$ cat src/verilog/wb_pkg.sv
package wb_pkg;

    ////////////////////
    // bus shape
    ////////////////////
    localparam int ADR_W       = 32;
    localparam int DAT_W       = 32;
    localparam int SEL_W       = DAT_W / 8;
    localparam int NUM_MASTERS = 2;
    localparam int MIDX_W      = $clog2(NUM_MASTERS);

    // slave slots: sram, gpio, then one per team
    localparam int NUM_TEAMS  = 6;
    localparam int NUM_SLAVES = NUM_TEAMS + 2;
    localparam int SLOT_W     = $clog2(NUM_SLAVES);
    localparam int SLOT_SRAM  = 0;
    localparam int SLOT_GPIO  = 1;
    localparam int SLOT_TEAM0 = 2;

    // decoder one-hot state bits
    localparam int ST_W    = NUM_SLAVES + 2;
    localparam int ST_IDLE = 0;
    localparam int ST_RESP = NUM_SLAVES + 1;

    ////////////////////
    // address map
    ////////////////////
    localparam logic [7:0]  REGION_TEAM = 8'h30;
    localparam logic [7:0]  REGION_GPIO = 8'h32;
    localparam logic [7:0]  REGION_SRAM = 8'h33;
    localparam logic [15:0] PAGE_GPIO   = {REGION_GPIO, 8'h00};
    localparam logic [15:0] PAGE_SRAM   = {REGION_SRAM, 8'h00};

    // filler word for anything that hits no slave
    localparam logic [DAT_W-1:0] UNMAPPED_DATA = 32'hDEAD_BEEF;

    // slave sizes and offsets
    localparam int          SRAM_WORDS     = 256;
    localparam int          SRAM_AW        = $clog2(SRAM_WORDS);
    localparam int          GPIO_WIDTH     = 16;
    localparam logic [15:0] GPIO_OUT_OFS   = 16'h0000;
    localparam logic [15:0] GPIO_IN_OFS    = 16'h0004;
    localparam int          TEAM_ACK_DELAY = 2;
    localparam int          TEAM_CNT_W     = $clog2(TEAM_ACK_DELAY + 1);

    // one bus address, seen as fixed page or as team window
    typedef union packed {
        struct packed {
            logic [15:0] page;
            logic [15:0] offset;
        } fixed;
        struct packed {
            logic [7:0]  region;
            logic [3:0]  rsvd;
            logic [3:0]  team;
            logic [15:0] offset;
        } team;
    } wb_addr_u;

endpackage

$ cat src/verilog/wb_gpio.sv
`timescale 1ns/1ns

module wb_gpio import wb_pkg::*; (
    input  logic                  CLK,
    input  logic                  nRST,
    input  logic                  cyc,
    input  logic                  stb,
    input  logic                  we,
    input  logic [ADR_W-1:0]      adr,
    input  logic [DAT_W-1:0]      dat_w,
    input  logic [SEL_W-1:0]      sel,
    output logic                  ack,
    output logic [DAT_W-1:0]      dat_r,
    input  logic [GPIO_WIDTH-1:0] gpio_in,
    output logic [GPIO_WIDTH-1:0] gpio_out
);

    logic [GPIO_WIDTH-1:0] out_reg;
    logic [GPIO_WIDTH-1:0] in_meta;
    logic [GPIO_WIDTH-1:0] in_sync;
    wb_addr_u              a;
    logic                  req;

    assign a        = adr;
    assign req      = cyc && stb && !ack;
    assign gpio_out = out_reg;

    ////////////////////
    // control flops
    ////////////////////
    always_ff @(posedge CLK, negedge nRST) begin
        if (!nRST) begin
            ack     <= 1'b0;
            out_reg <= '0;
            in_meta <= '0;
            in_sync <= '0;
        end else begin
            ack     <= req;
            // pads are asynchronous, two stages
            in_meta <= gpio_in;
            in_sync <= in_meta;
            // only offset 0 is writable
            if (req && we && a.fixed.offset == GPIO_OUT_OFS) begin
                for (int b = 0; b < GPIO_WIDTH / 8; b++) begin
                    if (sel[b]) begin
                        out_reg[8*b +: 8] <= dat_w[8*b +: 8];
                    end
                end
            end
        end
    end

    // read mux, captured with the ack
    always_ff @(posedge CLK) begin
        if (req) begin
            case (a.fixed.offset)
                GPIO_OUT_OFS: dat_r <= DAT_W'(out_reg);
                GPIO_IN_OFS:  dat_r <= DAT_W'(in_sync);
                default:      dat_r <= '0;
            endcase
        end
    end

endmodule

$ cat config.mk
export PLATFORM = sky130hd
export DESIGN_NAME = wb_gpio
export DESIGN_NICKNAME = d
export VERILOG_FILES = /design/src/verilog/wb_pkg.sv /design/src/verilog/wb_gpio.sv
export SDC_FILE = /design/constraint.sdc
export NUM_CORES = 1
export LEC_CHECK = 0
export BUFFER_PORTS_ARGS = -buffer_cell sky130_fd_sc_hd__buf_2
export CAP_MARGIN = 30
export CORE_AREA = 10 10 85 87
export DETAILED_ROUTE_END_ITERATION = 6
export DIE_AREA = 0 0 95 97
export PLACE_DENSITY = 0.77
export SLEW_MARGIN = 20
export SYNTH_ARGS = -nofsm -noshare
export SYNTH_HDL_FRONTEND = slang
export SYNTH_SLANG_ARGS = --single-unit
$ cat constraint.sdc
create_clock -name CLK -period 3.2 [get_ports CLK]
set_clock_uncertainty 0.2 [all_clocks]
set_input_delay 0.48 -clock CLK [delete_from_list [all_inputs] [get_ports CLK]]
set_output_delay 0.48 -clock CLK [all_outputs]
set_load 0.005 [all_outputs]
-- Word level (Yosys, flattened, before mapping)
Cells that the tools add are included.
- bits in registers: 81
- input port bits: 89
- output and inout bits: 49
- word-level logic and storage cells: 16
- equal/unequal tests: 1
- multiplexer cells: 1
- reduce and logical (&&, ||, !) cells: 8
- operators with widths (kind ; number):
    $pmux 16 s2 ; 1
    $eq 16x3->1 const B ; 1
    $logic_not 16->1 ; 1
    $logic_and 1x1->1 ; 4
    $reduce_and 2->1 ; 2
    $logic_not 1->1 ; 1

-- Depth between registers and ports, before layout
- depth after elaboration: 5
- gate-level depth with buffers: 5

-- Worst setup path after synthesis
No wires, ideal clock.
- kind: input port to flip-flop
- start: input cyc
- end: register out_reg[14], in the netlist gpio_out[14]
- library setup time: 125 ps
- arrival: 2074 ps
- data required time: 2875 ps
- path slack: 801 ps
- cell stages on the path: 4
- path buffers: 0
- path through: nand2_1 > nor2_1 > nand4_4 > mux2_4
- cells in the longest elaborated chain, start to end: 5
- RTL lines (item ; RTL line ; RTL):
    start, declared ; wb_gpio.sv:6 ; input logic cyc,
    $logic_and 1x1->1 (2 in a row) ; wb_gpio.sv:25 ; assign req = cyc && stb && !ack;
    via req ; wb_gpio.sv:22 ; logic req;
    $logic_and 1x1->1 (2 in a row) ; wb_gpio.sv:43 ; if (req && we && a.fixed.offset == GPIO_OUT_OFS) begin
    $reduce_and 2->1 (no source line) ; -- ;
    end signal, assigned by index ; wb_gpio.sv:46 ; out_reg[8*b +: 8] <= dat_w[8*b +: 8];
    end, declared ; wb_gpio.sv:18 ; logic [GPIO_WIDTH-1:0] out_reg;
The timed path passes the listed nets, and every way through them passes these cells.
A chain may end at the register's enable or synchronous reset.

-- Worst setup path after layout
- start: register ack
- end: register out_reg[14], in the netlist gpio_out[14]
- cells in the longest elaborated chain, start to end: 5
- RTL lines (item ; RTL line ; RTL):
    start, declared ; wb_gpio.sv:12 ; output logic ack,
    start signal, assigned ; wb_gpio.sv:38 ; ack <= req;
    $logic_not 1->1 ; wb_gpio.sv:25 ;
    $logic_and 1x1->1 ; wb_gpio.sv:25 ;
    via req ; wb_gpio.sv:22 ;
    $logic_and 1x1->1 (2 in a row) ; wb_gpio.sv:43 ;
    $reduce_and 2->1 (no source line) ; -- ;
The timed path passes the listed nets, and every way through them passes these cells.

==> metrics <==
status finished clean; # diodes 0; Area Overhead vs Synth 29.2%; TritonCTS clock tree yes; number of vias per cell 4.46; layout cells sized above 1 0.532; Slew @ Worst Pin 0.730 ns; first-pass GRT wire length 7910 um; CP Data Required Time 3.21 ns; placed cell area 2750 um^2; total core area 5470 um^2; max-cap violation count 0; FP Rows 27; Crit. End Element flop; reg2reg end gpio_out[14]; Crit Path Class flop to flop; Max IR drop VDD 0.000260 V; WL final 5040 um; largest net degree at the start of global routing 35; Post-DP HPWL 3870 um; DR DRC count 0; setup slack after layout 1.33 ns; GPL Wtd Cong 0.677; flop2flop setup slack 1.33 ns; clock buffer depth 2; number of global-route vias before repair 1514; # H-tree levels 3; routed vias 1350; CTS Root Cell clkbuf_8; Max Fanout on Critical Path 10; worst r2r path cells 3; Initial Utilization 0.417; Netlist cell types 16; Yosys warning count 0; crit path time final 1.87 ns; full die area 9220 um^2; Synth Instances 129; Antenna Nets Post-Route 0; PostCTS Resize Cnt 0; Ports 138; WL/cell 16.6 um; Detailed Routing Iterations Pass 1 4; CTS Sinks 65; Die Height 97 um; leakage power 1.51 nW; worst rel slew slack 0.513; power per cell area 550 nW/um^2; pins over their slew limit 0; register area share after synthesis 0.747; reg2reg start ack; Total GRT Usage 0.114; setup_tns 0 ns; crit path DAT 1.89 ns; syn_area_per_cell 17.7 um^2; Initial DRC Count 48; Final nets 315; CTS clk-pin slew, worst paths 0.07 ns; fin crit share 0.585; final setup violation count 0; Synth Register Bits 65; fill count 473; fmax 535 MHz; setup bufs post-CTS 0; Die X 95 um; RSZ-0062 raised after global routing false; insertion delay to the later sink of the worst-skew pair 0.32 ns; initial antenna violation count 0; Mapped Area 2280 um^2; Hold WS 0.0102 ns; Post-Layout Inst Area 2950 um^2; Setup crit start kind flop; port bufs 87; remaining global-route overflow 0; Post-CTS Hold Buffers 0; CTS buffer count 9; Placement Setup Slack 0.962 ns; final-report hold violation count 0; Hold WC Path Type primary input to async pin
[critical path, cell delays in order (launching register included)]
cell and delay, ns:
dfrtp_1 0.38, nor2_2 0.54, nand4_4 0.29, mux2_4 0.36
[cell usage after synthesis]
| cell type | n | share of area |
|---|---|---|
| nor2_1 | 1 | 0.0016 |
| nand2_1 | 1 | 0.0016 |
| conb_1 | 1 | 0.0016 |
| clkbuf_1 | 1 | 0.0016 |
| nor4_1 | 4 | 0.011 |
| buf_4 | 16 | 0.053 |
| and4_1 | 2 | 0.0077 |
| mux2_4 | 2 | 0.013 |
| nor4b_1 | 1 | 0.0038 |
| mux2_2 | 14 | 0.069 |
| a22o_1 | 16 | 0.061 |
| dfrtp_1 | 49 | 0.54 |
| buf_6 | 1 | 0.0049 |
| edfxtp_1 | 16 | 0.21 |
| buf_2 | 2 | 0.0044 |
| nand4_4 | 2 | 0.019 |
[power by group]
| part | internal (mW) | total, mW | switching (mW) |
|---|---|---|---|
| combinational | 0.0300 | 0.0671 | 0.0371 |
| sequential | 0.875 | 0.882 | 0.00712 |
| clock | 0.399 | 0.675 | 0.275 |
| total | 1.30 | 1.62 | 0.320 |
[cells by family (layout without fill, tap and decap cells)]
kind of cell / count (synthesis) / after routing / synth area share
other: 1 / 16 / 0.00164
buffers and inverters: 20 / 107 / 0.0635
and+or+nand+nor: 11 / 11 / 0.0444
AOI/OAI and AO/OA: 16 / 16 / 0.0613
muxes: 16 / 16 / 0.0821
DFF: 65 / 65 / 0.747
[how the worst max path moves through the flow]
stage / from / to / slack, ns / cells past startpoint
floorplan: cyc / gpio_out[14] / 0.80 / 4
finish: ack / gpio_out[14] / 1.33 / 3
detailed placement: adr[9] / gpio_out[14] / 0.96 / 5
CTS: ack / gpio_out[14] / 1.30 / 3
global route: adr[13] / gpio_out[11] / 1.20 / 5
global placement: adr[13] / gpio_out[14] / 1.01 / 5
[cell usage in the layout (no fill, tap or decap), drive strengths merged, types with 2 or more instances in the layout]
master   n
nor4     4
a22o    16
clkinv   2
nand4    2
dfrtp   49
mux2    16
clkbuf  13
conb    16
and4     2
edfxtp  16
buf     91
[per-layer routing]
metal	wire length, um	vias up	track usage
li1	-	635	-
met2	2770	46	0.193
met3	334	9	0.0362
met4	100	0	0.0584
met5	0	-	0
met1	1830	660	0.122
[through the flow]
stage               utilization  instances  power [mW]
finish                    0.539        303        1.62
global placement          0.503        287       0.963
floorplan                     -        144       0.921
global route              0.539        303        1.69
CTS                       0.539        303        1.64
detailed placement        0.503        287       0.966
[layout make-up]
class,instances,area [um^2],share of cell area
Clock inverter,3,38.8,0.0131
Tap cell,72,90.1,0.0305
Clock buffer,13,159,0.0538
Multi-Input combinational cell,59,492,0.167
Timing Repair Buffer,91,465,0.158
Sequential cell,65,1710,0.578
[flip-flops by register name, indices dropped and copies added, names as in the netlist]
register  count
dat_r        16
gpio_out     16
in_meta      16
in_sync      16
ack           1
No activity file was read; power rests on OpenSTA's default activity.
