[config.mk]
export PLATFORM = sky130hd
export DESIGN_NAME = team_regs
export DESIGN_NICKNAME = d
export VERILOG_FILES = /design/src/verilog/wb_pkg.sv /design/src/verilog/team_regs.sv
export SDC_FILE = /design/constraint.sdc
export NUM_CORES = 1
export LEC_CHECK = 0
export BUFFER_PORTS_ARGS = -buffer_cell sky130_fd_sc_hd__buf_2
export CAP_MARGIN = 20
export CORE_MARGIN = 1.5
export CORE_UTILIZATION = 26
export CTS_CLUSTER_SIZE = 20
export DETAILED_ROUTE_END_ITERATION = 12
export GPL_ROUTABILITY_DRIVEN = 0
export PLACE_DENSITY = 0.4
export SLEW_MARGIN = 20
export SYNTH_ARGS = -nofsm -noshare
export SYNTH_HDL_FRONTEND = slang
export SYNTH_SLANG_ARGS = --single-unit
[constraint.sdc]
create_clock -name CLK -period 4.6 [get_ports CLK]
set_clock_uncertainty 0.15 [all_clocks]
set_input_delay 0.92 -clock CLK [delete_from_list [all_inputs] [get_ports CLK]]
set_output_delay 0.92 -clock CLK [all_outputs]
set_load 0.02 [all_outputs]
[src/verilog/wb_pkg.sv]
package wb_pkg;

    ////////////////////
    // bus shape
    ////////////////////
    localparam int ADR_W       = 32;
    localparam int DAT_W       = 32;
    localparam int SEL_W       = DAT_W / 8;
    localparam int NUM_MASTERS = 2;
    localparam int MIDX_W      = $clog2(NUM_MASTERS);

    // slave slots: sram, gpio, then one per team
    localparam int NUM_TEAMS  = 6;
    localparam int NUM_SLAVES = NUM_TEAMS + 2;
    localparam int SLOT_W     = $clog2(NUM_SLAVES);
    localparam int SLOT_SRAM  = 0;
    localparam int SLOT_GPIO  = 1;
    localparam int SLOT_TEAM0 = 2;

    // decoder one-hot state bits
    localparam int ST_W    = NUM_SLAVES + 2;
    localparam int ST_IDLE = 0;
    localparam int ST_RESP = NUM_SLAVES + 1;

    ////////////////////
    // address map
    ////////////////////
    localparam logic [7:0]  REGION_TEAM = 8'h30;
    localparam logic [7:0]  REGION_GPIO = 8'h32;
    localparam logic [7:0]  REGION_SRAM = 8'h33;
    localparam logic [15:0] PAGE_GPIO   = {REGION_GPIO, 8'h00};
    localparam logic [15:0] PAGE_SRAM   = {REGION_SRAM, 8'h00};

    // filler word for anything that hits no slave
    localparam logic [DAT_W-1:0] UNMAPPED_DATA = 32'hDEAD_BEEF;

    // slave sizes and offsets
    localparam int          SRAM_WORDS     = 256;
    localparam int          SRAM_AW        = $clog2(SRAM_WORDS);
    localparam int          GPIO_WIDTH     = 16;
    localparam logic [15:0] GPIO_OUT_OFS   = 16'h0000;
    localparam logic [15:0] GPIO_IN_OFS    = 16'h0004;
    localparam int          TEAM_ACK_DELAY = 2;
    localparam int          TEAM_CNT_W     = $clog2(TEAM_ACK_DELAY + 1);

    // one bus address, seen as fixed page or as team window
    typedef union packed {
        struct packed {
            logic [15:0] page;
            logic [15:0] offset;
        } fixed;
        struct packed {
            logic [7:0]  region;
            logic [3:0]  rsvd;
            logic [3:0]  team;
            logic [15:0] offset;
        } team;
    } wb_addr_u;

endpackage

[src/verilog/team_regs.sv]
`timescale 1ns/1ns

module team_regs import wb_pkg::*; (
    input  logic             CLK,
    input  logic             nRST,
    input  logic             cyc,
    input  logic             stb,
    input  logic             we,
    input  logic [ADR_W-1:0] adr,
    input  logic [DAT_W-1:0] dat_w,
    input  logic [SEL_W-1:0] sel,
    output logic             ack,
    output logic [DAT_W-1:0] dat_r
);

    logic [3:0][DAT_W-1:0]  regs;
    logic [TEAM_CNT_W-1:0]  cnt;
    wb_addr_u               a;
    logic                   done;

    assign a = adr;
    // wait states used up, answer on this edge
    assign done = cyc && stb && !ack && (cnt == TEAM_CNT_W'(TEAM_ACK_DELAY - 1));

    always_ff @(posedge CLK, negedge nRST) begin
        if (!nRST) begin
            ack  <= 1'b0;
            cnt  <= '0;
            regs <= '0;
        end else if (done) begin
            ack <= 1'b1;
            cnt <= '0;
            if (we) begin
                for (int b = 0; b < SEL_W; b++) begin
                    if (sel[b]) begin
                        regs[a.fixed.offset[3:2]][8*b +: 8] <= dat_w[8*b +: 8];
                    end
                end
            end
        end else if (cyc && stb && !ack) begin
            // still counting wait states
            cnt <= cnt + 1'b1;
        end else begin
            ack <= 1'b0;
            cnt <= '0;
        end
    end

    always_ff @(posedge CLK) begin
        if (done) begin
            dat_r <= regs[a.fixed.offset[3:2]];
        end
    end

endmodule

**Yosys cells after proc, flatten, opt, wreduce, memory -nomap -nowiden**

Cells that the tools add are included.

- Word-level logic and storage cells: 46
- Memories kept: 0
- Bits in read-only memories: 0
- RAM bits: 0
- Output and inout port bits: 33
- Register bits: 163
- Input bits: 73
- Bits in latches: 0

- Shift-type cells: 0
- Reductions and logical operators: 6
- Add/subtract/negate cells: 1
- $lt $le $gt $ge: 2
- Eq/ne operators: 2
- Bitwise gates (word level): 0
- Mux-type cells: 28
- Div/mod/pow operators: 0
- Multipliers: 0

Operators with widths:

| operator | number |
|---|---|
| 128-bit 2-to-1 mux | 10 |
| 128-bit bitwise mux | 4 |
| 32-bit demux with 2-bit select | 4 |
| 32-bit binary-select mux with 2-bit select | 1 |
| 32-bit 2-to-1 mux | 2 |
| 24-bit 2-to-1 mux | 1 |
| 16-bit 2-to-1 mux | 1 |
| 8-bit 2-to-1 mux | 1 |
| 1-bit logical AND | 4 |
| 2-bit 2-to-1 mux | 2 |
| 2-bit by 3-bit less-than comparator with 1-bit output (second input constant) | 1 |
| 2-bit by 1-bit adder with 2-bit output (second input constant) | 1 |
| 2-bit by 1-bit == test with 1-bit output (second input constant) | 1 |
| 2-bit by 1-bit >= comparator with 1-bit output (second input constant) | 1 |
| 1-bit 2-to-1 mux | 2 |
| 2-bit inequality test (second input constant) | 1 |
| 2-bit AND reduction | 1 |
| 1-bit logical NOT | 1 |

**Depth between registers and ports, before layout**

- Word-level depth: 18
- Gate-level depth with buffers: 5
- Gate-level depth less buffers: 5

**Worst setup path before layout**

Ideal clock, no wire load.

- Path type: input to register
- Start point: in cyc
- End point: reg dat_r[0], enable pin
- Data required time: 3.982 ns
- Path buffers: 0
- Cell stages on the path: 2
- Setup time: 0.468 ns
- Setup slack: 0.565 ns
- Arrival time: 3.417 ns
- Cell sequence: nand2_1 nor3b_1

- Cells in the longest elaborated chain, start to end: 3

Ends and longest elaborated chain:

| element | line | RTL |
|---|---|---|
| start, declared | team_regs.sv:6 | `input logic cyc,` |
| 1-bit logical AND (3 in series) | team_regs.sv:23 | `assign done = cyc && stb && !ack && (cnt == TEAM_CNT_W'(TEAM_ACK_DELAY - 1));` |
| via done | team_regs.sv:19 | `logic done;` |
| end signal, assigned | team_regs.sv:51 | `dat_r <= regs[a.fixed.offset[3:2]];` |
| end, declared | team_regs.sv:13 | `output logic [DAT_W-1:0] dat_r` |

The timed path passes the listed nets, and every way through them passes these cells.
A chain may end at the register's enable or synchronous reset.

**Worst setup path in the final report**

- Start point: in adr[3]
- End point: reg regs[116] (netlist name)

- Cells in the longest elaborated chain, start to end: 15
- Elaborated cells between the ends (all ways): 22
- Classes of those cells: order compare (2); mux (19); reduce/logical (1)

Ends and longest elaborated chain:

| element | line | RTL |
|---|---|---|
| start, declared | team_regs.sv:9 | `input logic [ADR_W-1:0] adr,` |
| 32-bit demux with 2-bit select | team_regs.sv:36 | `regs[a.fixed.offset[3:2]][8*b +: 8] <= dat_w[8*b +: 8];` |
| 128-bit bitwise mux | team_regs.sv:36 |  |
| 128-bit 2-to-1 mux | team_regs.sv:35 | `if (sel[b]) begin` |
| 128-bit 2-to-1 mux | team_regs.sv:33 | `if (we) begin` |
| 128-bit 2-to-1 mux | team_regs.sv:30 | `end else if (done) begin` |
| 128-bit bitwise mux | team_regs.sv:36 |  |
| 128-bit 2-to-1 mux | team_regs.sv:35 |  |
| 128-bit 2-to-1 mux | team_regs.sv:33 |  |
| 128-bit 2-to-1 mux | team_regs.sv:30 |  |
| 128-bit bitwise mux | team_regs.sv:36 |  |
| 128-bit 2-to-1 mux | team_regs.sv:35 |  |
| 128-bit 2-to-1 mux | team_regs.sv:33 |  |
| 128-bit 2-to-1 mux | team_regs.sv:30 |  |
| 128-bit bitwise mux | team_regs.sv:36 |  |
| 128-bit 2-to-1 mux * | team_regs.sv:35 |  |
| end signal, assigned by index | team_regs.sv:36 |  |
| end, declared | team_regs.sv:16 | `logic [3:0][DAT_W-1:0] regs;` |

Mark *: on every way between the ends. The rest lies on a longest branch, timed or not. The select of a mux whose other input is x is not followed.

==> flow_metrics.env <==
export IMPL_pin_count=106
export IMPL_grt_overflow_total=0
export IMPL_r2r_slack_ps=1970
export IMPL_synthesis_area_mm2=0.006863
export IMPL_setup_viol=0
export IMPL_vias_per_cell=4.390
export IMPL_ys_types=22
export IMPL_antenna_found_initial=2
export IMPL_cts_setup_buffers=0
export IMPL_slew_violations=0
export IMPL_cp_required_ps=4750
export IMPL_drive_above_1_share=0.6223
export IMPL_fin_crit_ps=2843
export IMPL_die_x_um=165.5
export IMPL_cp_start_kind="input port"
export IMPL_end_kind="register"
export IMPL_r2r_start="cnt[1]"
export IMPL_cp_arrival_ps=2990
export IMPL_dieArea_mm2=0.02738
export IMPL_drtIter0Drc=145
export IMPL_grtUsageMet1=0.1540
export IMPL_io_buffers=75
export IMPL_core_area_mm2=0.02598
export IMPL_grtUsageTotal=0.1203
export IMPL_syn_inst=365
export IMPL_hold_viol=0
export IMPL_wl_um=15320
export IMPL_clk_path_buf_depth=2
export IMPL_multi_input_area_mm2=0.002561
export IMPL_tns_ps=0
export IMPL_n_fill_cell=2574
export IMPL_min_delay_path_class="reg2reg"
export IMPL_cp_max_fo=24
export IMPL_cts_hold_buffers=0
export IMPL_area_growth_pct=20.58
export IMPL_cts_tree="built"
export IMPL_path_class="in2reg"
export IMPL_regArea_mm2=0.004239
export IMPL_syn_nets=439
export IMPL_start_util=0.2641
export IMPL_whs_path_depth=1
export IMPL_cts_reportedPaths_clkPinSlew_ps=60
export IMPL_drv_cap=0
export IMPL_hpwlAfterDp_um=9740
export IMPL_rows=59
export IMPL_period_share=0.6180
export IMPL_top_usage_layer="met2"
export IMPL_routedWlPerCell_um=19.10
export IMPL_hp_start="cnt[0]"
export IMPL_rr_worst_depth=4
export IMPL_irDropWorstVdd_v=0.0002134
export IMPL_worst_slew_pin_slew_ps=909.4
export IMPL_fmax_mhz=351.8
export IMPL_ant_nets=0
export IMPL_cts_max_level=4
export IMPL_cts_sinks=163
export IMPL_firstDrtPassIters=4
export IMPL_reg2reg_to="dat_r[12]"
export IMPL_use_met3=0.03497
export IMPL_die_h_um=165.5
export IMPL_root_buffer="clkbuf_16"
export IMPL_ys_warn_count=0
export IMPL_ys_seq_area_frac=0.6177
export IMPL_power_leakage_nw=3.760
export IMPL_finalPower_mw=3.317
export IMPL_rsz0062_at_grt="no"
export IMPL_ys_seq_elements=163
export IMPL_status="finished clean"
export IMPL_vias=3521
export IMPL_slew_headroom=0.3911
export IMPL_syn_avg_cell_area_um2=18.80
export IMPL_fin_cells=802
export IMPL_grt_max_degree=77
export IMPL_hold_path_end="cnt[0]"
export IMPL_num_nets_final=527
export IMPL_cts_resized=0
export IMPL_drc=0
export IMPL_cts_made_buffers=17
export IMPL_grt_pass1_wl_um=23720
export IMPL_p_per_area_mw_per_mm2=400.9
export IMPL_clk_latency_ps=420
export IMPL_grt_util_met2=0.1949
export IMPL_dp_cells=769
export IMPL_grt_pass1_vias=3921
## per-stage QoR
stage | hold slack [ps] | cell area [um^2] | utilization | setup slack [ps]
after floorplan | 267.9 | 6863 | - | 565.1
after global placement | 279.5 | 7651 | 0.2944 | 1249
after detailed placement | 286.9 | 7651 | 0.2944 | 1233
after CTS | 294.6 | 8269 | 0.3182 | 1686
after global routing | 319.2 | 8273 | 0.3184 | 1627
final | 291.7 | 8275 | 0.3185 | 1757
## metal layers
layer / up-vias / part of all wire
met2: 61 / 0.50
met5: - / 0.00085
met3: 13 / 0.035
met4: 2 / 0.013
li1: 1571 / -
met1: 1874 / 0.45
## layout make-up
cell class / instances / share of cell area
Clock buffer: 20 / 0.05277
Timing Repair Buffer: 80 / 0.05216
Tap cell: 335 / 0.05065
Multi-Input combinational cell: 190 / 0.3095
Inverter: 1 / 0.0004536
Antenna cell: 1 / 0.0003024
Clock inverter: 12 / 0.02192
Sequential cell: 163 / 0.5122
## worst max-delay path by stage
stage                       from         to  slack (ps)  cells past startpoint
final                     adr[3]  regs[116]        1760                      4
after global routing      adr[3]   regs[86]        1630                      4
after CTS                 adr[3]  regs[116]        1690                      4
after detailed placement  adr[3]  regs[116]        1230                      4
after global placement    adr[3]   regs[87]        1250                      4
after floorplan              cyc   dat_r[0]         570                      2
## flip-flops by register name (all words and copies together), names as in the netlist
signal and cells:
ack 1, regs 128, cnt 2, dat_r 32
## cells by family (layout without fill, tap and decap cells)
| kind of cell | Yosys count | count (layout) | share of synthesized area |
|---|---|---|---|
| adders and majority gates | 1 | 1 | 0.001823 |
| buffers and inverters | 12 | 113 | 0.009844 |
| DFF | 163 | 163 | 0.6177 |
| muxes | 160 | 160 | 0.3194 |
| other | 0 | 1 | 0 |
| and+or+nand+nor | 29 | 29 | 0.05123 |
## critical path, cell delays in order
cell      delay, ps
buf_2           550
nand4b_1        480
nor2_2          610
mux2_2          410
## power breakdown
| group | switching (mW) | leakage, nW | internal (mW) |
|---|---|---|---|
| registers | 0.0363 | 2.10 | 1.55 |
| logic | 0.108 | 1.36 | 0.118 |
| clock network | 0.589 | 0.299 | 0.912 |
| total | 0.733 | 3.76 | 2.58 |
## Yosys cell counts, drive strengths merged
master | count | area, um^2
dfrtp | 131 | 3278
mux2 | 128 | 1471
edfxtp | 32 | 960.9
mux4 | 32 | 720.7
nor2 | 16 | 190.2
buf | 6 | 45.04
clkbuf | 5 | 18.77
nand4 | 4 | 85.08
nand4bb | 2 | 22.52
nor3b | 2 | 15.01
nor4 | 2 | 12.51
ha | 1 | 12.51
inv | 1 | 3.750
nand2 | 1 | 3.750
nand4b | 1 | 8.760
or4b | 1 | 13.76
## placed cells by master, fill, tap and decap left out, drive strengths merged
cell type  instances
nor2              16
nor3b              2
mux2             128
edfxtp            32
buf               80
nand2              1
nand4bb            2
mux4              32
nand4b             1
nor4               2
dfrtp            131
diode              1
or4b               1
nand4              4
inv                2
ha                 1
bufinv             4
clkinv             6
clkbuf            20
clkinvlp           1
Note: power is estimated with default switching activity, not from simulation.
