--- src/verilog/wb_pkg.sv ---
package wb_pkg;

    ////////////////////
    // bus shape
    ////////////////////
    localparam int ADR_W       = 32;
    localparam int DAT_W       = 32;
    localparam int SEL_W       = DAT_W / 8;
    localparam int NUM_MASTERS = 2;
    localparam int MIDX_W      = $clog2(NUM_MASTERS);

    // slave slots: sram, gpio, then one per team
    localparam int NUM_TEAMS  = 6;
    localparam int NUM_SLAVES = NUM_TEAMS + 2;
    localparam int SLOT_W     = $clog2(NUM_SLAVES);
    localparam int SLOT_SRAM  = 0;
    localparam int SLOT_GPIO  = 1;
    localparam int SLOT_TEAM0 = 2;

    // decoder one-hot state bits
    localparam int ST_W    = NUM_SLAVES + 2;
    localparam int ST_IDLE = 0;
    localparam int ST_RESP = NUM_SLAVES + 1;

    ////////////////////
    // address map
    ////////////////////
    localparam logic [7:0]  REGION_TEAM = 8'h30;
    localparam logic [7:0]  REGION_GPIO = 8'h32;
    localparam logic [7:0]  REGION_SRAM = 8'h33;
    localparam logic [15:0] PAGE_GPIO   = {REGION_GPIO, 8'h00};
    localparam logic [15:0] PAGE_SRAM   = {REGION_SRAM, 8'h00};

    // filler word for anything that hits no slave
    localparam logic [DAT_W-1:0] UNMAPPED_DATA = 32'hDEAD_BEEF;

    // slave sizes and offsets
    localparam int          SRAM_WORDS     = 256;
    localparam int          SRAM_AW        = $clog2(SRAM_WORDS);
    localparam int          GPIO_WIDTH     = 16;
    localparam logic [15:0] GPIO_OUT_OFS   = 16'h0000;
    localparam logic [15:0] GPIO_IN_OFS    = 16'h0004;
    localparam int          TEAM_ACK_DELAY = 2;
    localparam int          TEAM_CNT_W     = $clog2(TEAM_ACK_DELAY + 1);

    // one bus address, seen as fixed page or as team window
    typedef union packed {
        struct packed {
            logic [15:0] page;
            logic [15:0] offset;
        } fixed;
        struct packed {
            logic [7:0]  region;
            logic [3:0]  rsvd;
            logic [3:0]  team;
            logic [15:0] offset;
        } team;
    } wb_addr_u;

endpackage

--- src/verilog/wb_arbiter.sv ---
`timescale 1ns/1ns

module wb_arbiter import wb_pkg::*; (
    input  logic                                CLK,
    input  logic                                nRST,

    // master side
    input  logic [NUM_MASTERS-1:0]              m_cyc,
    input  logic [NUM_MASTERS-1:0]              m_stb,
    input  logic [NUM_MASTERS-1:0]              m_we,
    input  logic [NUM_MASTERS-1:0][ADR_W-1:0]   m_adr,
    input  logic [NUM_MASTERS-1:0][DAT_W-1:0]   m_dat_w,
    input  logic [NUM_MASTERS-1:0][SEL_W-1:0]   m_sel,
    output logic [NUM_MASTERS-1:0]              m_ack,

    // shared bus toward the decoder
    output logic                                cyc,
    output logic                                stb,
    output logic                                we,
    output logic [ADR_W-1:0]                    adr,
    output logic [DAT_W-1:0]                    dat_w,
    output logic [SEL_W-1:0]                    sel,
    input  logic                                ack
);

    logic              gnt_valid;
    logic [MIDX_W-1:0] gnt_idx;
    logic [MIDX_W-1:0] last;
    logic [MIDX_W-1:0] other;
    logic [MIDX_W-1:0] pick;

    // the master not served last gets first look
    assign other = last + 1'b1;
    assign pick  = m_cyc[other] ? other : last;

    ////////////////////
    // grant register
    ////////////////////
    always_ff @(posedge CLK, negedge nRST) begin
        if (!nRST) begin
            gnt_valid <= 1'b0;
            gnt_idx   <= '0;
            last      <= '0;
        end else if (!gnt_valid) begin
            // idle, take any request on this edge
            if (|m_cyc) begin
                gnt_valid <= 1'b1;
                gnt_idx   <= pick;
                last      <= pick;
            end
        end else if (!m_cyc[gnt_idx]) begin
            // owner let go of cyc
            gnt_valid <= 1'b0;
        end
    end

    ////////////////////
    // bus mux, ack demux
    ////////////////////
    always_comb begin
        cyc   = 1'b0;
        stb   = 1'b0;
        we    = 1'b0;
        adr   = '0;
        dat_w = '0;
        sel   = '0;
        m_ack = '0;
        if (gnt_valid) begin
            cyc            = m_cyc[gnt_idx];
            stb            = m_stb[gnt_idx];
            we             = m_we[gnt_idx];
            adr            = m_adr[gnt_idx];
            dat_w          = m_dat_w[gnt_idx];
            sel            = m_sel[gnt_idx];
            // only the owner ever sees ack
            m_ack[gnt_idx] = ack;
        end
    end

endmodule

--- config.mk ---
export PLATFORM = sky130hd
export DESIGN_NAME = wb_arbiter
export DESIGN_NICKNAME = d
export VERILOG_FILES = /design/src/verilog/wb_pkg.sv /design/src/verilog/wb_arbiter.sv
export SDC_FILE = /design/constraint.sdc
export NUM_CORES = 1
export LEC_CHECK = 0
export BUFFER_PORTS_ARGS = -buffer_cell sky130_fd_sc_hd__buf_2
export CAP_MARGIN = 0
export CORE_AREA = 2 2 86 88
export DETAILED_ROUTE_END_ITERATION = 10
export DIE_AREA = 0 0 88 90
export GPL_TIMING_DRIVEN = 0
export HOLD_SLACK_MARGIN = 0.12
export PLACE_DENSITY = 0.57
export SYNTH_ARGS = -nofsm -noshare
export SYNTH_HDL_FRONTEND = slang
export SYNTH_SLANG_ARGS = --single-unit
export TNS_END_PERCENT = 50
--- constraint.sdc ---
create_clock -name CLK -period 1.5 [get_ports CLK]
set_clock_uncertainty 0.1 [all_clocks]
set_input_delay 0.15 -clock CLK [delete_from_list [all_inputs] [get_ports CLK]]
set_output_delay 0.15 -clock CLK [all_outputs]
set_load 0.02 [all_outputs]
; ---- Word level (Yosys, flattened, before mapping)
; Index checks and enable logic that the tools add are counted.
[word_totals]
ramBits = 0
latch_bits = 0
romBits = 0
mem_count = 0
input_bits = 145
wordCells = 38
regBits = 2
output_inout_bits = 73
[op_classes]
n_mux = 27
div_mod_pow = 0
n_mul = 0
n_addsub = 1
bitwise = 2
order_cmp = 3
n_shift = 0
n_reduce_logical = 3
eq_ne = 0
[ops]
columns = cell, n
row1 = 32-bit two-way mux, 6
row2 = 1-bit two-way mux, 16
row3 = 4-bit two-way mux, 3
row4 = "1-bit by 2-bit < comparator with 1-bit output, second input constant", 2
row5 = 3-bit AND reduction, 1
row6 = 2-bit AND, 1
row7 = 2-bit two-way mux, 1
row8 = 2-bit OR reduction, 1
row9 = "1-bit adder, second input constant", 1
row10 = 1-bit demux with 1-bit select, 1
row11 = "1-bit greater-or-equal comparator, second input constant", 1
row12 = 1-bit logical AND, 1
row13 = 1-bit NOT, 1

; ---- Logic depth before layout (Yosys ltp)
; Gate-level depths: netlist of the first run.
[depth]
depth_word = 6
ltp_mapped = 5
mapped_depth_nobuf = 2

; ---- Worst setup path after synthesis of the first run
; No wires, ideal clock.
[synth_path]
kind = register to output
startpoint = reg gnt_idx
endpoint = out adr[0]
path_buffers = 3
arrival_ns = 1.189
t_required_ns = 1.250
setup_slack_ns = 0.061
path_stages_with_launch = 6
path_cell_list = dfrtp_1 -> buf_4 -> buf_12 -> buf_12 -> mux2i_1 -> nor2b_1
[synth_via]
elab_chain_len = 3
[synth_rtl]
columns = element, line_no
row1 = from (decl), wb_arbiter.sv:27  ; logic [MIDX_W-1:0] gnt_idx;
row2 = from (signal assigned), wb_arbiter.sv:48  ; gnt_idx <= pick;
row3 = 32-bit two-way mux (implied by the code) (2 in a row), wb_arbiter.sv:72  ; adr = m_adr[gnt_idx];
row4 = 32-bit two-way mux, wb_arbiter.sv:68  ; if (gnt_valid) begin
row5 = to (decl), wb_arbiter.sv:20  ; output logic [ADR_W-1:0] adr,
; Every way passes these cells. The select of a mux whose other input is x is not followed.

; ---- Final worst setup path of the first run
[layout_path]
startpoint = reg gnt_idx
endpoint = out dat_w[7]
[layout_via]
elab_chain_len = 3
[layout_rtl]
columns = element, line_no
row1 = 32-bit two-way mux (implied by the code) (2 in a row), wb_arbiter.sv:73  ; dat_w = m_dat_w[gnt_idx];
row2 = 32-bit two-way mux, wb_arbiter.sv:68
row3 = to (decl), wb_arbiter.sv:21  ; output logic [DAT_W-1:0] dat_w,
; Every way passes these cells. The select of a mux whose other input is x is not followed.

==> run_results.csv, run 1 <==
group,metric,value,unit
status,status,"complete, but fails checks",
status,violations,"negative setup slack",
critical_path,r2r_end,"gnt_idx$_DFFE_PN0P_",
sta,period_minus_slack,1.636,ns
sta,tightest_slew,0.1691,ns
sta,finalSetupTns,-5.294,ns
place,place.gp.congestion,0.7069,
sta,post-route-period-util,109.1,%
clocking,cts.clk_slew.worst_paths,0.03,ns
critical_path,crit_type,"register to primary output",
logic_synthesis,synthDistinctLibCells,13,
clocking,htreeDepth,1,
global_route,grt-ovfl-total,0,
sta,slew_viol_final,0,
cells_and_area,areaGrowthSynthToFinish,113.0,%
critical_path,start_kind,"register",
global_route,grt_pass1_wl,8659,um
sta,hold_viol_final,0,
global_route,gr-usage-all-layers,13.28,%
logic_synthesis,synth_nets,314,
logic_synthesis,ys_seq_elements,2,
clocking,clock-root-buffer,"clkbuf_8",
critical_path,critPathMaxFanout,10,
cells_and_area,nNetsFinal,543,
die,start_util,20.16,%
global_route,grt_pass1_vias,1903,
cells_and_area,layout-drive-gt1-share,62.88,%
clocking,clock_latency,0.21,ns
global_route,antenna_found_initial,0,
clocking,clockBufferDepth,2,
detailed_routing,drt_iter0_markers,22,
detailed_routing,wirelength,5893,um
worst_hold_path,hold_start,"m_cyc[1]",
detailed_routing,firstDrtPassIters,4,
logic_synthesis,ys_warn_count,0,
die,die_h,90,um
sta,slew_headroom,88.41,%
clocking,cts_buffers,3,
die,die_w,88,um
critical_path,critPathRequiredTime,1.25,ns
die,rows,31,
worst_hold_path,hp-class,"input port to register",
cells_and_area,insertedDiodeCount,0,
die,dieArea,7920,um2
logic_synthesis,syn_inst,169,
pwr,peakVddDrop,667.2,uV
detailed_routing,antenna_left,0,
place,port_buffers,217,
die,ios,218,
pwr,power_density,1557,nW/um2
clocking,cts_tree,"done",
sta,setup_ws,-0.1361,ns
critical_path,cp-end-kind,"primary output",
job,max-cap-violations,0,
pwr,leakage,0.001784,uW
detailed_routing,drc,0,
place,dp_hpwl,4678,um
clocking,clock_sinks,2,
die,core,7020,um2
critical_path,r2r_start,"gnt_idx$_DFFE_PN0P_",
sta,timing.fmax,0.6112,GHz
sta,setup_viol,70,
logic_synthesis,synth_area,1415,um2
logic_synthesis,syn_area_per_cell,8.373,um2
critical_path,r2r_slack,0.34,ns
cells_and_area,instances_no_fill,495,
global_route,grt_start_max_net_pins,11,
cells_and_area,final_common_cell,"buf_2",
critical_path,crit_path_end,"dat_w[7]",
critical_path,cp-startpoint,"gnt_idx$_DFFE_PN0P_",
critical_path,cp.arrival,1.39,ns
cells_and_area,fill_cells,734,
logic_synthesis,ys_seq_area_share,3.537,%
critical_path,worstRegToRegCells,3,
detailed_routing,vias,2010,
detailed_routing,wl_per_cell,11.91,um
sta,grt_setup_unrepaired,"yes",
cells_and_area,final_cell_mix,"152 x buf_2, 72 x nor2b_1, 66 x buf_4",
detailed_routing,vias_per_cell,4.061,
place,placedCellCount,485,
registers in the layout, indices dropped and copies added (netlist names):
register,count
gnt_valid,1
gnt_idx,1
synthesized netlist by cell type (all sizes together):
cell	n	share of area [%]
nor2	2	0.53
nor2b	72	32
dfrtp	2	3.5
a21oi	1	0.35
nand2	2	0.53
clkbuf	7	1.9
and3	1	0.44
buf	10	10
mux2i	71	50
o22a	1	0.62
how the worst min path moves through the flow:
| stage | cells past startpoint | slack, ns | endpoint |
|---|---|---|---|
| global route | 3 | 0.13 | gnt_valid$_DFF_PN0_ |
| floorplan | 0 | -0.25 | gnt_idx$_DFFE_PN0P_ |
| detailed placement | 1 | -0.16 | gnt_valid$_DFF_PN0_ |
| finish | 3 | 0.13 | gnt_valid$_DFF_PN0_ |
| CTS | 3 | 0.13 | gnt_valid$_DFF_PN0_ |
| global placement | 1 | -0.16 | gnt_idx$_DFFE_PN0P_ |
critical path, cell delays in order (launching register included):
cell and delay [ns]:
dfrtp_2 0.42, buf_12 0.17, buf_12 0.15, mux2i_2 0.14, nor2b_1 0.13, buf_4 0.16
metal layers:
metal	vias up	global-route usage [%]	wire length [um]
li1	1025	-	-
met1	872	14.69	2154
met2	111	26.14	3144
met3	2	2.112	572
met4	0	1.923	21
met5	-	0	0
power breakdown:
group / total (uW) / leakage [uW] / internal (uW) / switching, uW
sequential: 106 / 0.0000217 / 77.5 / 28.9
clock: 213 / 0.0000216 / 170 / 43.4
combinational: 4370 / 0.00174 / 2310 / 2060
cell families (layout without fill, tap and decap cells):
kind of cell	Yosys count	count (layout)	synth area share, %
mux	71	71	50.22
flops	2	2	3.537
compound gates	2	2	0.9724
simple gates	77	77	33.33
buf+inv	17	244	11.94
through the flow:
stage	hold WS [ns]	setup slack (ns)	total power [uW]	instance area, um2	util [%]
after floorplan	-0.2456	0.06075	2758	1415	-
after global placement	-0.1642	-0.05293	3713	2625	37.39
after detailed placement	-0.1592	-0.07549	3749	2625	37.39
after CTS	0.1283	-0.1421	4733	2997	42.68
after global routing	0.1297	-0.2019	5004	3014	42.93
final	0.1299	-0.1361	4694	3014	42.93
cell type report:
type | instances | area [um2] | area share [%]
Buffer | 15 | 193.9 | 6.434
Clock buffer | 3 | 41.29 | 1.370
Multi-Input combinational cell | 150 | 1219 | 40.43
Sequential cell | 2 | 51.30 | 1.702
Tap cell | 99 | 123.9 | 4.110
Timing Repair Buffer | 226 | 1385 | 45.95
what timing repair did:
item / CTS / global route
hold buffers: 2 / 0
gates cloned: 3 / 0
buffers inserted: 5 / 0
endpoints found under the setup margin: 73 / 73
pin swaps: 0 / 0
resized for setup: 84 / 16
endpoints found under the hold margin: 3 / 0
Power figures use the tool's default switching activity.
==> inputs of run 2 (changes only) <==
CAP_MARGIN = unset   (was 0)
CORE_AREA = 2 2 85 87   (was 2 2 86 88)
DIE_AREA = 0 0 87 89   (was 0 0 88 90)
PLACE_DENSITY = 0.6   (was 0.57)
clock period = 1.4 ns   (was 1.5 ns; I/O delays follow)
==> run 2 against run 1 <==
Effect of this change:
- the flow still finishes with violations (negative setup slack)
- critical endpoint is now sel[2]
- non-clock buffer count rose by 7
- global-route usage is 0.28 points lower
- wire length grew 5.2%
- critical path type unchanged
- critical path depth increased by 1
- first-iteration DRC count up 27%
- via count increased by 2.9%
- sequential share of layout area shrank 0.15 points
- sequential power shrank 10%
- cell area increased by 7.1%
- final cell count down 2.4%
- hold slack improved by 0.027 ns
- die area decreased by 2.2%
==> run_results.csv, run 2 (synthesis results as in run 1) <==
group,metric,value,unit
status,status,"complete, but fails checks",
status,violations,"negative setup slack",
sta,setup_viol,73,
detailed_routing,drc,0,
critical_path,slowest_delay,0.36,ns
worst_hold_path,hp-class,"input port to register",
place,dp_hpwl,4692,um
die,start_util,21.06,%
clocking,cts.clk_slew.worst_paths,0.03,ns
global_route,grt-ovfl-total,0,
global_route,use_met1,13.57,%
global_route,gr-usage-all-layers,13.00,%
cells_and_area,instances_no_fill,483,
clocking,cts_tree,"done",
cells_and_area,fill_cells,658,
cells_and_area,reg.largest.list,"gnt_idx x1, gnt_valid x1",
critical_path,worstRegToRegCells,5,
place,placedCellCount,466,
worst_hold_path,min_path_cells,3,
detailed_routing,antenna_left,0,
pwr,finalPower,5497,uW
sta,timing.fmax,0.6085,GHz
sta,hold_viol_final,0,
critical_path,critPathRequiredTime,1.16,ns
critical_path,critPathMaxFanout,10,
critical_path,crit_type,"register to primary output",
sta,setup_ws,-0.2433,ns
clocking,cts_buffers,3,
sta,tightest_slew,0.3012,ns
critical_path,path_common_cell,"buf_12",
die,core,6719,um2
detailed_routing,vias,2068,
clocking,clock-root-buffer,"clkbuf_8",
global_route,grt_start_max_net_pins,11,
critical_path,cp.arrival,1.40,ns
die,ios,218,
critical_path,r2r_slack,0.08,ns
sta,post-route-period-util,117.4,%
critical_path,crit_chain,"buf_6 -> buf_12 -> buf_12 -> mux2i_1 -> nor2b_1 -> buf_4",
die,die_w,87,um
sta,slew_headroom,79.92,%
sta,grt_setup_unrepaired,"yes",
pwr,peakVddDrop,679.8,uV
pwr,power_density,1703,nW/um2
clocking,clock_latency,0.21,ns
global_route,grt_pass1_vias,1901,
sta,period_minus_slack,1.643,ns
die,die_h,89,um
global_route,grt_pass1_wl,8314,um
global_route,use_met2,26.51,%
critical_path,cp_slowest_cell,"dfrtp_1",
critical_path,path_buf_inv,4,
global_route,grt_use_met3,3.139,%
critical_path,cp.depth,6,
cells_and_area,insertedDiodeCount,0,
global_route,antenna_found_initial,0,
detailed_routing,firstDrtPassIters,4,
clocking,clockBufferDepth,2,
die,dieArea,7743,um2
clocking,clock_sinks,2,
detailed_routing,vias_per_cell,4.282,
sta,slew_viol_final,0,
place,place.gp.congestion,0.7053,
cells_and_area,final_common_cell,"buf_2",
place,port_buffers,217,
critical_path,start_kind,"register",
die,rows,30,
detailed_routing,drt_iter0_markers,28,
detailed_routing,wirelength,6201,um
global_route,busiest_layer,"met2",
cells_and_area,layout-drive-gt1-share,70.72,%
cells_and_area,final_cell_mix,"152 x buf_2, 58 x mux2i_1, 54 x buf_4",
critical_path,cpLargestDelayFamily,"buffers and inverters",
detailed_routing,wl_per_cell,12.84,um
clocking,htreeDepth,1,
job,max-cap-violations,0,
critical_path,cp-end-kind,"primary output",
cells_and_area,nNetsFinal,550,
pwr,leakage,0.001859,uW
cells_and_area,areaGrowthSynthToFinish,128.0,%
-- run 2: cell types whose count changed in the layout (fill, tap and decap cells not counted), moves of 2 or more --
cell      previous run  this run
buf_4               66        54
buf_6                4        21
clkbuf_4             3         1
clkbuf_8             3         5
mux2i_1             65        58
mux2i_2              6        12
nor2b_1             72        48
nor2b_2              0        23
-- run 2: worst paths after layout --
| path | start | endpoint |
|---|---|---|
| max | gnt_idx$_DFFE_PN0P_ | sel[2] |
| min | m_cyc[1] | gnt_valid$_DFF_PN0_ |
| max reg2reg | gnt_idx$_DFFE_PN0P_ | gnt_idx$_DFFE_PN0P_ |
| min reg2reg | gnt_valid$_DFF_PN0_ | gnt_idx$_DFFE_PN0P_ |
| max in group asynchronous | nRST | gnt_valid$_DFF_PN0_ |
| min in group asynchronous | nRST | gnt_idx$_DFFE_PN0P_ |
-- run 2: timing repair --
action | 4_1_cts | 5_1_grt
setup endpoints to repair | 73 | 73
endpoints found under the hold margin | 3 | 0
gates resized for setup | 96 | 24
hold buffers | 2 | 0
pin swaps | 0 | 0
gates cloned | 3 | 1
buffers inserted | 7 | 1
-- run 2: layout make-up --
class,instances,area [um2],share of cell area [%]
Buffer,17,229.0,7.096
Tap cell,80,100.1,3.102
Multi-Input combinational cell,150,1319,40.87
Sequential cell,2,50.05,1.551
Timing Repair Buffer,231,1488,46.10
Clock buffer,3,41.29,1.280
-- run 2: layer usage --
metal / up-vias / share of wire (%)
met4: 0 / 0
met1: 920 / 33
met2: 108 / 57
li1: 1040 / -
met3: 0 / 10
met5: - / 0
-- run 2: metrics by stage --
stage	setup TNS, ns	worst slack [ns]	area [um2]	hold slack (ns)	utilization, %
global placement	-6.743	-0.1743	2659	-0.1742	39.57
CTS	-14.62	-0.2587	3110	0.1287	46.29
floorplan	-0.6436	-0.02925	1473	-0.2556	-
finish	-14.35	-0.2433	3227	0.1572	48.03
detailed placement	-6.514	-0.1666	2659	-0.1725	39.57
global route	-18.96	-0.3101	3227	0.1873	48.03
-- run 2: worst min-delay path: stages --
cell     delay, ns
buf_2         0.12
nor2_1        0.10
a21oi_1       0.05
-- run 2: report_power, final --
group          total, uW  switching [uW]  internal (uW)
Combinational       5180            2350           2830
Clock                223            41.5            182
Sequential          95.0            15.1           80.0
